File: src/source/xif_pkg.sv
// XIF package with the shared widths, opcodes and the request, response and buffer records
`default_nettype none

package xif_pkg;

  // Buffer and interface sizes
  localparam int unsigned XIF_BUF_DEPTH = 4;
  localparam int unsigned BUF_PTR_W     = $clog2(XIF_BUF_DEPTH);
  localparam int unsigned ID_W          = 4;
  localparam int unsigned HARTID_W      = 1;
  localparam int unsigned XLEN          = 32;
  localparam int unsigned VTYPE_W       = 8;

  // Vector encodings
  localparam logic [6:0] OPC_OP_V      = 7'b1010111;
  localparam logic [2:0] F3_OPCFG      = 3'b111;
  // Upper bits of vsetvl, bits 31:25
  localparam logic [6:0] F7_VSETVL     = 7'b1000000;
  // vsetvli carries its vtype at bit 20 and up
  localparam int unsigned VTYPE_IMM_LSB = 20;

  // Core to coprocessor
  typedef struct packed {
    logic                          issue_valid;
    logic [31:0]                   issue_instr;
    logic [HARTID_W-1:0]           issue_hartid;
    logic [ID_W-1:0]               issue_id;
    logic                          register_valid;
    logic [ID_W-1:0]               register_id;
    logic [1:0][XLEN-1:0]          register_rs;
    logic [1:0]                    register_rs_valid;
    logic                          commit_valid;
    logic [ID_W-1:0]               commit_id;
    logic                          commit_kill;
  } x_req_t;

  // Coprocessor to core
  typedef struct packed {
    logic       issue_ready;
    logic       issue_accept;
    logic       issue_writeback;
    logic [1:0] issue_register_read;
    logic       register_ready;
  } x_resp_t;

  // Pre-decoder answer for one offered instruction
  typedef struct packed {
    logic       accept;
    logic       writeback;
    logic [1:0] register_read;
    logic       spec_mod;
    logic       spec_mod_reg;
  } predec_resp_t;

  // One buffered instruction, operands filled in while it waits
  typedef struct packed {
    logic [31:0]         instr;
    logic [HARTID_W-1:0] hartid;
    logic [ID_W-1:0]     id;
    logic                writeback;
    logic [1:0]          register_read;
    logic [XLEN-1:0]     rs1;
    logic [XLEN-1:0]     rs2;
    logic                is_spec_csr;
  } instr_pack_t;

  // Committed CSR state handed back to the pre-decoder
  typedef struct packed {
    logic [VTYPE_W-1:0] vtype;
  } csr_sync_t;

endpackage

`default_nettype wire

File: src/source/vec_csr_unit.sv
// Vector CSR unit holding the committed vtype and feeding the sync record
`timescale 1ns/1ns
`default_nettype none

module vec_csr_unit
  import xif_pkg::*;
(
  input  wire logic        clk_i,
  input  wire logic        rst_ni,
  input  wire instr_pack_t instr_i,
  input  wire logic        instr_valid_i,
  input  wire logic        instr_ready_i,
  output csr_sync_t        csr_sync_o
);

  logic               dispatch;
  logic               is_cfg;
  logic               is_vsetvli;
  logic               is_vsetvl;
  logic [VTYPE_W-1:0] vtype_d;
  logic [VTYPE_W-1:0] vtype_q;

  assign dispatch = instr_valid_i & instr_ready_i;

  assign is_cfg     = (instr_i.instr[6:0] == OPC_OP_V) && (instr_i.instr[14:12] == F3_OPCFG);
  assign is_vsetvli = is_cfg && !instr_i.instr[31];
  assign is_vsetvl  = is_cfg && (instr_i.instr[31:25] == F7_VSETVL);

  always_comb begin
    vtype_d = vtype_q;
    if (dispatch) begin
      if (is_vsetvli) begin
        vtype_d = instr_i.instr[VTYPE_IMM_LSB +: VTYPE_W];
      end else if (is_vsetvl) begin
        // Register form, vtype sits in the low bits of rs2
        vtype_d = instr_i.rs2[VTYPE_W-1:0];
      end
    end
  end

  always_ff @(posedge clk_i or negedge rst_ni) begin
    if (!rst_ni) begin
      vtype_q <= '0;
    end else begin
      vtype_q <= vtype_d;
    end
  end

  always_comb begin
    csr_sync_o       = '0;
    csr_sync_o.vtype = vtype_q;
  end

endmodule

`default_nettype wire

File: src/source/vec_xif_top.sv
// Vector coprocessor issue front end joining the XIF handler and the CSR unit
`timescale 1ns/1ns
`default_nettype none

module vec_xif_top
  import xif_pkg::*;
(
  input  wire logic          clk_i,
  input  wire logic          rst_ni,
  input  wire x_req_t        xif_req_i,
  output x_resp_t            xif_resp_o,
  output instr_pack_t        instr_o,
  output logic               instr_valid_o,
  input  wire logic          instr_ready_i,
  output logic [VTYPE_W-1:0] vtype_o
);

  csr_sync_t csr_sync;

  xif_issue_handler u_issue_handler (
    .clk_i         (clk_i),
    .rst_ni        (rst_ni),
    .xif_req_i     (xif_req_i),
    .xif_resp_o    (xif_resp_o),
    .instr_o       (instr_o),
    .instr_valid_o (instr_valid_o),
    .instr_ready_i (instr_ready_i),
    .csr_sync_i    (csr_sync)
  );

  vec_csr_unit u_csr_unit (
    .clk_i         (clk_i),
    .rst_ni        (rst_ni),
    .instr_i       (instr_o),
    .instr_valid_i (instr_valid_o),
    .instr_ready_i (instr_ready_i),
    .csr_sync_o    (csr_sync)
  );

  assign vtype_o = csr_sync.vtype;

endmodule

`default_nettype wire

File: src/source/xif_issue_handler.sv
// XIF issue handler with pre-decode, speculative buffering and vtype sync control
`timescale 1ns/1ns
`default_nettype none

module xif_issue_handler
  import xif_pkg::*;
(
  input  wire logic        clk_i,
  input  wire logic        rst_ni,
  input  wire x_req_t      xif_req_i,
  output x_resp_t          xif_resp_o,
  output instr_pack_t      instr_o,
  output logic             instr_valid_o,
  input  wire logic        instr_ready_i,
  input  wire csr_sync_t   csr_sync_i
);

  typedef enum logic {
    SYNC_NORMAL,
    SYNC_WAIT_EMPTY
  } sync_state_e;

  sync_state_e  sync_state_d, sync_state_q;

  logic         commit_ok;
  logic         commit_kill;
  logic         issue_ready;
  logic         push_instr;
  logic         predec_valid;
  logic         csr_sync_valid;
  logic         buffer_full;
  logic         buffer_empty;
  logic         buf_has_spec_csr;
  predec_resp_t predec_resp;
  instr_pack_t  instr_to_buffer;

  assign commit_ok   = xif_req_i.commit_valid & ~xif_req_i.commit_kill;
  assign commit_kill = xif_req_i.commit_valid & xif_req_i.commit_kill;

  // No new issue while full or while waiting to resync vtype
  assign issue_ready  = ~buffer_full & (sync_state_q != SYNC_WAIT_EMPTY);
  assign predec_valid = xif_req_i.issue_valid & issue_ready & ~commit_kill;
  assign push_instr   = predec_valid & predec_resp.accept;

  // Operands are filled in later by the register interface
  always_comb begin
    instr_to_buffer               = '0;
    instr_to_buffer.instr         = xif_req_i.issue_instr;
    instr_to_buffer.hartid        = xif_req_i.issue_hartid;
    instr_to_buffer.id            = xif_req_i.issue_id;
    instr_to_buffer.writeback     = predec_resp.writeback;
    instr_to_buffer.register_read = predec_resp.register_read;
    instr_to_buffer.is_spec_csr   = predec_resp.spec_mod | predec_resp.spec_mod_reg;
  end

  always_comb begin
    xif_resp_o                     = '0;
    xif_resp_o.issue_ready         = issue_ready;
    xif_resp_o.issue_accept        = predec_resp.accept;
    xif_resp_o.issue_writeback     = predec_resp.writeback;
    xif_resp_o.issue_register_read = predec_resp.register_read;
    xif_resp_o.register_ready      = 1'b1;
  end

  xif_pre_decoder u_pre_decoder (
    .clk_i            (clk_i),
    .rst_ni           (rst_ni),
    .instr_i          (xif_req_i.issue_instr),
    .valid_i          (predec_valid),
    .csr_sync_valid_i (csr_sync_valid),
    .csr_sync_i       (csr_sync_i),
    .resp_o           (predec_resp)
  );

  xif_spec_ring_buffer #(
    .dtype (instr_pack_t)
  ) u_spec_buffer (
    .clk_i            (clk_i),
    .rst_ni           (rst_ni),
    .push_i           (push_instr),
    .id_i             (xif_req_i.issue_id),
    .data_i           (instr_to_buffer),
    .register_valid_i (xif_req_i.register_valid),
    .reg_id_i         (xif_req_i.register_id),
    .rs_i             (xif_req_i.register_rs),
    .rs_valid_i       (xif_req_i.register_rs_valid),
    .commit_i         (commit_ok),
    .commit_id_i      (xif_req_i.commit_id),
    .flush_i          (commit_kill),
    .ready_i          (instr_ready_i),
    .valid_o          (instr_valid_o),
    .data_o           (instr_o),
    .full_o           (buffer_full),
    .empty_o          (buffer_empty),
    .keep_spec_csr_o  (buf_has_spec_csr)
  );

  // Kill rolls the speculative vtype back, a vsetvl waits for its own dispatch
  always_comb begin
    sync_state_d   = sync_state_q;
    csr_sync_valid = 1'b0;
    case (sync_state_q)
      SYNC_WAIT_EMPTY: begin
        if (buffer_empty) begin
          csr_sync_valid = 1'b1;
          sync_state_d   = SYNC_NORMAL;
        end
      end
      default: begin
        if (commit_kill) begin
          // Buffered vtype writers must drain before the committed copy is right
          if (buf_has_spec_csr) sync_state_d = SYNC_WAIT_EMPTY;
          else csr_sync_valid = 1'b1;
        end else if (push_instr && predec_resp.spec_mod_reg) begin
          sync_state_d = SYNC_WAIT_EMPTY;
        end
      end
    endcase
  end

  always_ff @(posedge clk_i or negedge rst_ni) begin
    if (!rst_ni) begin
      sync_state_q <= SYNC_NORMAL;
    end else begin
      sync_state_q <= sync_state_d;
    end
  end

endmodule

`default_nettype wire

File: src/source/xif_pre_decoder.sv
// Vector pre-decoder that answers XIF offers and tracks the speculative vtype
`timescale 1ns/1ns
`default_nettype none

module xif_pre_decoder
  import xif_pkg::*;
(
  input  wire logic          clk_i,
  input  wire logic          rst_ni,
  input  wire logic [31:0]   instr_i,
  input  wire logic          valid_i,
  input  wire logic          csr_sync_valid_i,
  input  wire csr_sync_t     csr_sync_i,
  output predec_resp_t       resp_o
);

  logic [6:0]         opcode;
  logic [2:0]         funct3;
  logic [VTYPE_W-1:0] vtype_q;
  logic               vsew_rsvd;

  assign opcode = instr_i[6:0];
  assign funct3 = instr_i[14:12];

  // SEW of 128 and above is reserved, vtype layout is {vma, vta, vsew, vlmul}
  assign vsew_rsvd = vtype_q[5];

  always_comb begin
    resp_o = '0;
    if (opcode == OPC_OP_V) begin
      if (funct3 == F3_OPCFG) begin
        if (!instr_i[31]) begin
          // vsetvli, new vtype comes from the immediate
          resp_o.accept        = 1'b1;
          resp_o.writeback     = 1'b1;
          resp_o.register_read = 2'b01;
          resp_o.spec_mod      = 1'b1;
        end else if (instr_i[31:25] == F7_VSETVL) begin
          // vsetvl, vtype is only known once rs2 arrives
          resp_o.accept        = 1'b1;
          resp_o.writeback     = 1'b1;
          resp_o.register_read = 2'b11;
          resp_o.spec_mod_reg  = 1'b1;
        end
      end else begin
        // Arithmetic needs a legal element width
        resp_o.accept = ~vsew_rsvd;
        // OPIVX and OPMVX take a scalar in rs1
        if ((funct3 == 3'b100) || (funct3 == 3'b110)) begin
          resp_o.register_read = 2'b01;
        end
      end
    end
  end

  // Speculative vtype, a sync from the committed copy wins
  always_ff @(posedge clk_i or negedge rst_ni) begin
    if (!rst_ni) begin
      vtype_q <= '0;
    end else if (csr_sync_valid_i) begin
      vtype_q <= csr_sync_i.vtype;
    end else if (valid_i && resp_o.accept && resp_o.spec_mod) begin
      vtype_q <= instr_i[VTYPE_IMM_LSB +: VTYPE_W];
    end
  end

endmodule

`default_nettype wire

File: src/source/xif_spec_ring_buffer.sv
// Speculative in-order ring buffer with operand fill, commit and kill
`timescale 1ns/1ns
`default_nettype none

module xif_spec_ring_buffer
  import xif_pkg::*;
#(
  parameter type dtype = instr_pack_t
) (
  input  wire logic                 clk_i,
  input  wire logic                 rst_ni,
  input  wire logic                 push_i,
  input  wire logic [ID_W-1:0]      id_i,
  input  wire dtype                 data_i,
  input  wire logic                 register_valid_i,
  input  wire logic [ID_W-1:0]      reg_id_i,
  input  wire logic [1:0][XLEN-1:0] rs_i,
  input  wire logic [1:0]           rs_valid_i,
  input  wire logic                 commit_i,
  input  wire logic [ID_W-1:0]      commit_id_i,
  input  wire logic                 flush_i,
  input  wire logic                 ready_i,
  output logic                      valid_o,
  output dtype                      data_o,
  output logic                      full_o,
  output logic                      empty_o,
  output logic                      keep_spec_csr_o
);

  dtype                          mem_q [XIF_BUF_DEPTH];
  logic [XIF_BUF_DEPTH-1:0]      vld_q;
  logic [XIF_BUF_DEPTH-1:0]      cmt_q;
  logic [XIF_BUF_DEPTH-1:0][1:0] rs_ok_q;
  logic [BUF_PTR_W-1:0]          head_q;
  logic [BUF_PTR_W-1:0]          tail_q;
  logic [BUF_PTR_W:0]            cnt_q;

  logic                          do_push;
  logic                          do_pop;
  logic [1:0]                    head_need;
  logic [XIF_BUF_DEPTH-1:0]      pop_mask;
  logic [XIF_BUF_DEPTH-1:0]      keep_mask;
  logic [BUF_PTR_W:0]            n_keep;

  assign full_o  = (cnt_q == (BUF_PTR_W+1)'(XIF_BUF_DEPTH));
  assign empty_o = (cnt_q == '0);

  // Head leaves once committed and every operand it reads is in
  assign head_need = mem_q[head_q].register_read & ~rs_ok_q[head_q];
  assign valid_o   = vld_q[head_q] & cmt_q[head_q] & ~|head_need;
  assign data_o    = mem_q[head_q];

  assign do_pop   = valid_o & ready_i;
  assign do_push  = push_i & ~flush_i;
  assign pop_mask = XIF_BUF_DEPTH'(do_pop) << head_q;

  // Committed entries form a prefix from the head, a kill keeps only that prefix
  always_comb begin : flush_scan
    logic [BUF_PTR_W-1:0] idx;
    logic                 run;
    run       = 1'b1;
    n_keep    = '0;
    keep_mask = '0;
    for (int i = 0; i < XIF_BUF_DEPTH; i++) begin
      idx = head_q + BUF_PTR_W'(i);
      run = run & vld_q[idx] & cmt_q[idx];
      if (run) begin
        keep_mask[idx] = 1'b1;
        n_keep         = n_keep + 1'b1;
      end
    end
  end

  always_comb begin
    keep_spec_csr_o = 1'b0;
    for (int i = 0; i < XIF_BUF_DEPTH; i++) begin
      keep_spec_csr_o = keep_spec_csr_o | (vld_q[i] & mem_q[i].is_spec_csr);
    end
  end

  always_ff @(posedge clk_i or negedge rst_ni) begin
    if (!rst_ni) begin
      head_q  <= '0;
      tail_q  <= '0;
      cnt_q   <= '0;
      vld_q   <= '0;
      cmt_q   <= '0;
      rs_ok_q <= '0;
    end else begin
      for (int i = 0; i < XIF_BUF_DEPTH; i++) begin
        if (vld_q[i] && commit_i && (mem_q[i].id == commit_id_i)) begin
          cmt_q[i] <= 1'b1;
        end
        if (vld_q[i] && register_valid_i && (mem_q[i].id == reg_id_i)) begin
          rs_ok_q[i] <= rs_ok_q[i] | rs_valid_i;
        end
      end
      if (do_pop) begin
        vld_q[head_q] <= 1'b0;
        head_q        <= head_q + 1'b1;
      end
      if (flush_i) begin
        vld_q  <= keep_mask & ~pop_mask;
        tail_q <= head_q + n_keep[BUF_PTR_W-1:0];
        cnt_q  <= n_keep - {{BUF_PTR_W{1'b0}}, do_pop};
      end else begin
        if (do_push) begin
          // Commit or registers may arrive in the same cycle as the offer
          vld_q[tail_q]   <= 1'b1;
          cmt_q[tail_q]   <= commit_i && (commit_id_i == id_i);
          rs_ok_q[tail_q] <= (register_valid_i && (reg_id_i == id_i)) ? rs_valid_i : 2'b00;
          tail_q          <= tail_q + 1'b1;
        end
        cnt_q <= cnt_q + {{BUF_PTR_W{1'b0}}, do_push} - {{BUF_PTR_W{1'b0}}, do_pop};
      end
    end
  end

  // Payload storage
  always_ff @(posedge clk_i) begin
    for (int i = 0; i < XIF_BUF_DEPTH; i++) begin
      if (vld_q[i] && register_valid_i && (mem_q[i].id == reg_id_i)) begin
        if (rs_valid_i[0]) mem_q[i].rs1 <= rs_i[0];
        if (rs_valid_i[1]) mem_q[i].rs2 <= rs_i[1];
      end
    end
    if (do_push) begin
      mem_q[tail_q] <= data_i;
      if (register_valid_i && (reg_id_i == id_i)) begin
        if (rs_valid_i[0]) mem_q[tail_q].rs1 <= rs_i[0];
        if (rs_valid_i[1]) mem_q[tail_q].rs2 <= rs_i[1];
      end
    end
  end

endmodule

`default_nettype wire

File: config.mk
export PLATFORM = sky130hd
export DESIGN_NAME = vec_xif_top
export DESIGN_NICKNAME = d
export VERILOG_FILES = /design/src/source/xif_pkg.sv /design/src/source/vec_csr_unit.sv /design/src/source/vec_xif_top.sv /design/src/source/xif_issue_handler.sv /design/src/source/xif_pre_decoder.sv /design/src/source/xif_spec_ring_buffer.sv
export SDC_FILE = /design/constraint.sdc
export NUM_CORES = 1
export LEC_CHECK = 0
export ABC_AREA = 0
export BUFFER_PORTS_ARGS = -buffer_cell sky130_fd_sc_hd__buf_2
export CORE_MARGIN = 3
export CORE_UTILIZATION = 38
export DETAILED_ROUTE_END_ITERATION = 12
export MAX_ROUTING_LAYER = met4
export PLACE_DENSITY_LB_ADDON = 0.05
export SLEW_MARGIN = 20
export SYNTH_ARGS = -nofsm -noshare
export SYNTH_HDL_FRONTEND = slang
export SYNTH_SLANG_ARGS = --single-unit
File: constraint.sdc
create_clock -name clk_i -period 3.9 [get_ports clk_i]
set_input_delay 0 -clock clk_i [delete_from_list [all_inputs] [get_ports clk_i]]
set_output_delay 0 -clock clk_i [all_outputs]
set_load 0.005 [all_outputs]
==> flow_metrics.py <==
metrics = {
    "sta": {
        "slew_headroom": 0.405,
        "rsz0062_at_grt": "no",
        "skew_ns": 0.0195,
        "min_period_over_period": 0.848,
        "setup_violations": 0,
        "hold_viol_final": 0,
        "fmaxAchievable_ghz": 0.302,
        "period_needed_ns": 3.31,
        "drv_slew": 0,
        "tns_ns": 0,
        "tightest_slew_ns": 0.892,
    },
    "logic_synthesis": {
        "synth_area_leaders": "edfxtp_1 (63%), mux4_2 (11%), and2_1 (8.3%)",
        "synth_top_family_by_area": "multiplexers",
        "synth_edf_count": 420,
        "ys_seq_area_frac": 0.676,
        "syn_area_per_cell_um2": 17.1,
        "ys_seq_elements": 453,
        "syn-instance-count": 1163,
        "synth-compound-area-share": 0.0252,
        "synth_xor_area_frac": 0.0210,
        "syn-num-nets": 1297,
        "synthAdderAreaFrac": 0.0104,
        "yosysWarnings": 0,
        "synth-simple-area-share": 0.110,
        "ys.flop_type": "edfxtp_1",
        "synth_area_um2": 19900,
        "yosysUniqueCellTypes": 59,
        "async_reset_ff_frac": 0.0728,
        "synth_top_cell_by_area": "edfxtp_1",
        "synth_top_area_share": 0.634,
        "muxShareOfSynthArea": 0.136,
    },
    "placement": {
        "dp_cells": 2038,
        "place_area_um2": 21900,
        "place.gp.congestion": 0.781,
        "dp_hpwl_um": 30500,
        "port_buffers": 236,
    },
    "clock_tree": {
        "tritoncts": "built",
        "post_cts_buffers": 0,
        "clock-sinks": 453,
        "worst_skew_pair.late_latency_ns": 0.58,
        "cts-root-buf": "clkbuf_16",
        "clockBufferDepth": 3,
        "htreeDepth": 2,
        "clkTransAtPathRegs_ns": 0.06,
        "numCtsBuffers": 50,
    },
    "floorplan": {
        "row_count": 83,
        "die_y_um": 235,
        "core_area_um2": 51500,
        "die_area_um2": 55100,
        "dieWidth_um": 235,
        "initial_core_util": 0.386,
        "num_io_pins": 238,
    },
    "worst_setup_path": {
        "cp.arrival_ns": 3.81,
        "r2r_cells": 11,
        "cp_max_fo": 12,
        "path_class": "reg2reg",
        "cp_data_required_time_ns": 4.40,
        "start_kind": "register",
        "crit_path_end_kind": "register",
    },
    "cells_and_area": {
        "area_growth_syn_to_layout_pct": 23.2,
        "final_cells": 2235,
        "fin_nets": 1650,
        "layout_common_cells": "edfxtp_1 (420), and2_1 (262), buf_2 (236)",
        "final_common_cell": "edfxtp_1",
        "drive_above_1_share": 0.296,
        "layout.area.seq_um2": 13400,
        "multi_input_area_um2": 6040,
        "finalInstanceArea_um2": 24500,
        "fillCellCount": 4531,
    },
    "detailed_routing": {
        "viasPerCell": 4.99,
        "drt-total-wl_um": 49600,
        "ant_nets": 0,
        "dr_total_vias": 11200,
        "initialDrtViolationCount": 469,
        "drc": 0,
        "wl_per_cell_um": 22.2,
        "dr.pass1.iters": 5,
    },
    "power": {
        "seqPwrFrac": 0.528,
        "vdd_ir_drop_max_mv": 0.317,
        "combPwrFrac": 0.041,
        "switching_share": 0.204,
        "powerDensity_nw_per_um2": 414,
        "p_switching_mw": 2.07,
        "p_leak_nw": 8.55,
        "internal_power_mw": 8.07,
        "clkPwrFrac": 0.431,
    },
    "status": {
        "status": "finished clean",
    },
    "global_route": {
        "grt_pass1_wl_um": 76300,
        "track_usage": 0.186,
        "grt_pass1_vias": 12200,
        "overflow": 0,
        "grt_max_degree": 48,
        "antenna_found_initial": 2,
    },
    "min_path": {
        "hold_path_class": "in2reg",
        "min_path_cells": 4,
    },
    "job": {
        "drv_cap": 0,
    },
}
critical path: stages, from the launching register on:
cell     delay, ns
dfrtp_4       0.55
inv_2         0.11
ha_1          0.33
mux4_2        0.43
nor2_1        0.14
ha_1          0.30
xor2_1        0.19
ha_1          0.29
o21ai_0       0.18
ha_1          0.19
xnor3_1       0.39
a21oi_1       0.14
logic make-up after synthesis:
group	count (synthesis)
DFF	453
and+or+nand+nor	357
muxes	128
buffers and inverters	95
AOI/OAI and AO/OA	67
xor gates and xnor gates	46
adders and majority gates	16
other	1
per-layer routing:
layer	vias to the layer above	GRT usage	share of wire
met5	-	-	0
li1	5177	-	-
met4	0	0.0479	0.021
met1	5665	0.232	0.42
met3	71	0.0338	0.047
met2	250	0.315	0.51
state kept, by name, summed over array words and instances (netlist names):
name                                   count
u_csr_unit.csr_sync_o                      8
u_issue_handler.sync_state_q               1
u_issue_handler.u_pre_decoder.vtype_q      1
u_issue_handler.u_spec_buffer.cmt_q        4
u_issue_handler.u_spec_buffer.cnt_q        3
u_issue_handler.u_spec_buffer.head_q       2
u_issue_handler.u_spec_buffer.mem_q      420
u_issue_handler.u_spec_buffer.rs_ok_q      8
u_issue_handler.u_spec_buffer.tail_q       2
u_issue_handler.u_spec_buffer.vld_q        4
power by group through the flow:
stage	Sequential (mW)	Clock, mW	Combinational, mW
after global placement	5.46	0	0.322
final	5.36	4.37	0.412
after detailed placement	5.45	0	0.330
after global routing	5.35	4.70	0.462
after CTS	5.35	4.52	0.418
after floorplan	5.45	0	0.181
what timing repair did:
action / CTS / global route
gates resized for setup: 0 / 0
hold buffers: 105 / 0
endpoints found under the hold margin: 457 / 0
metrics by stage:
| step | utilization | total power, mW | setup WS (ns) | hold slack, ns |
|---|---|---|---|---|
| floorplan | - | 5.63 | 0.419 | -0.296 |
| global placement | 0.426 | 5.78 | 0.669 | 0.172 |
| detailed placement | 0.426 | 5.78 | 0.568 | 0.177 |
| CTS | 0.475 | 10.3 | 0.572 | 0.00488 |
| global route | 0.476 | 10.5 | 0.358 | 0.0616 |
| finish | 0.476 | 10.1 | 0.591 | 0.0421 |
cell type report:
| class | count | share of cell area |
|---|---|---|
| Timing Repair Buffer | 371 | 0.105 |
| Inverter | 25 | 0.00383 |
| Multi-Input combinational cell | 615 | 0.246 |
| Tap cell | 680 | 0.0347 |
| Antenna cell | 2 | 0.000204 |
| Clock buffer | 65 | 0.0542 |
| Clock inverter | 24 | 0.00659 |
| Sequential cell | 453 | 0.549 |
worst paths after layout:
kind	from	to	slack, ns
min in group asynchronous	rst_ni	u_csr_unit.csr_sync_o[2]	0.08
setup / recovery	u_issue_handler.u_spec_buffer.head_q[0]	u_issue_handler.u_spec_buffer.cnt_q[2]	0.59
hold / removal	xif_req_i[0]	u_issue_handler.u_spec_buffer.cmt_q[1]	0.04
hold reg to reg	u_issue_handler.u_spec_buffer.rs_ok_q[3]	u_issue_handler.u_spec_buffer.rs_ok_q[3]	0.49
max in group asynchronous	rst_ni	u_issue_handler.u_spec_buffer.head_q[1]	3.15
setup reg to reg	u_issue_handler.u_spec_buffer.head_q[0]	u_issue_handler.u_spec_buffer.cnt_q[2]	0.59
cells in the mapped netlist (15+ instances only):
master      n
ha_1       15
mux2_2     16
edfxtp_1  420
nand2_1    18
nand3_1    20
xor2_1     30
dfrtp_1    33
mux4_2     96
clkbuf_1   44
buf_2      18
inv_1      24
and2_1    263
nor3_1     16
xnor2_1    15
Note: power is estimated with default switching activity, not from simulation.
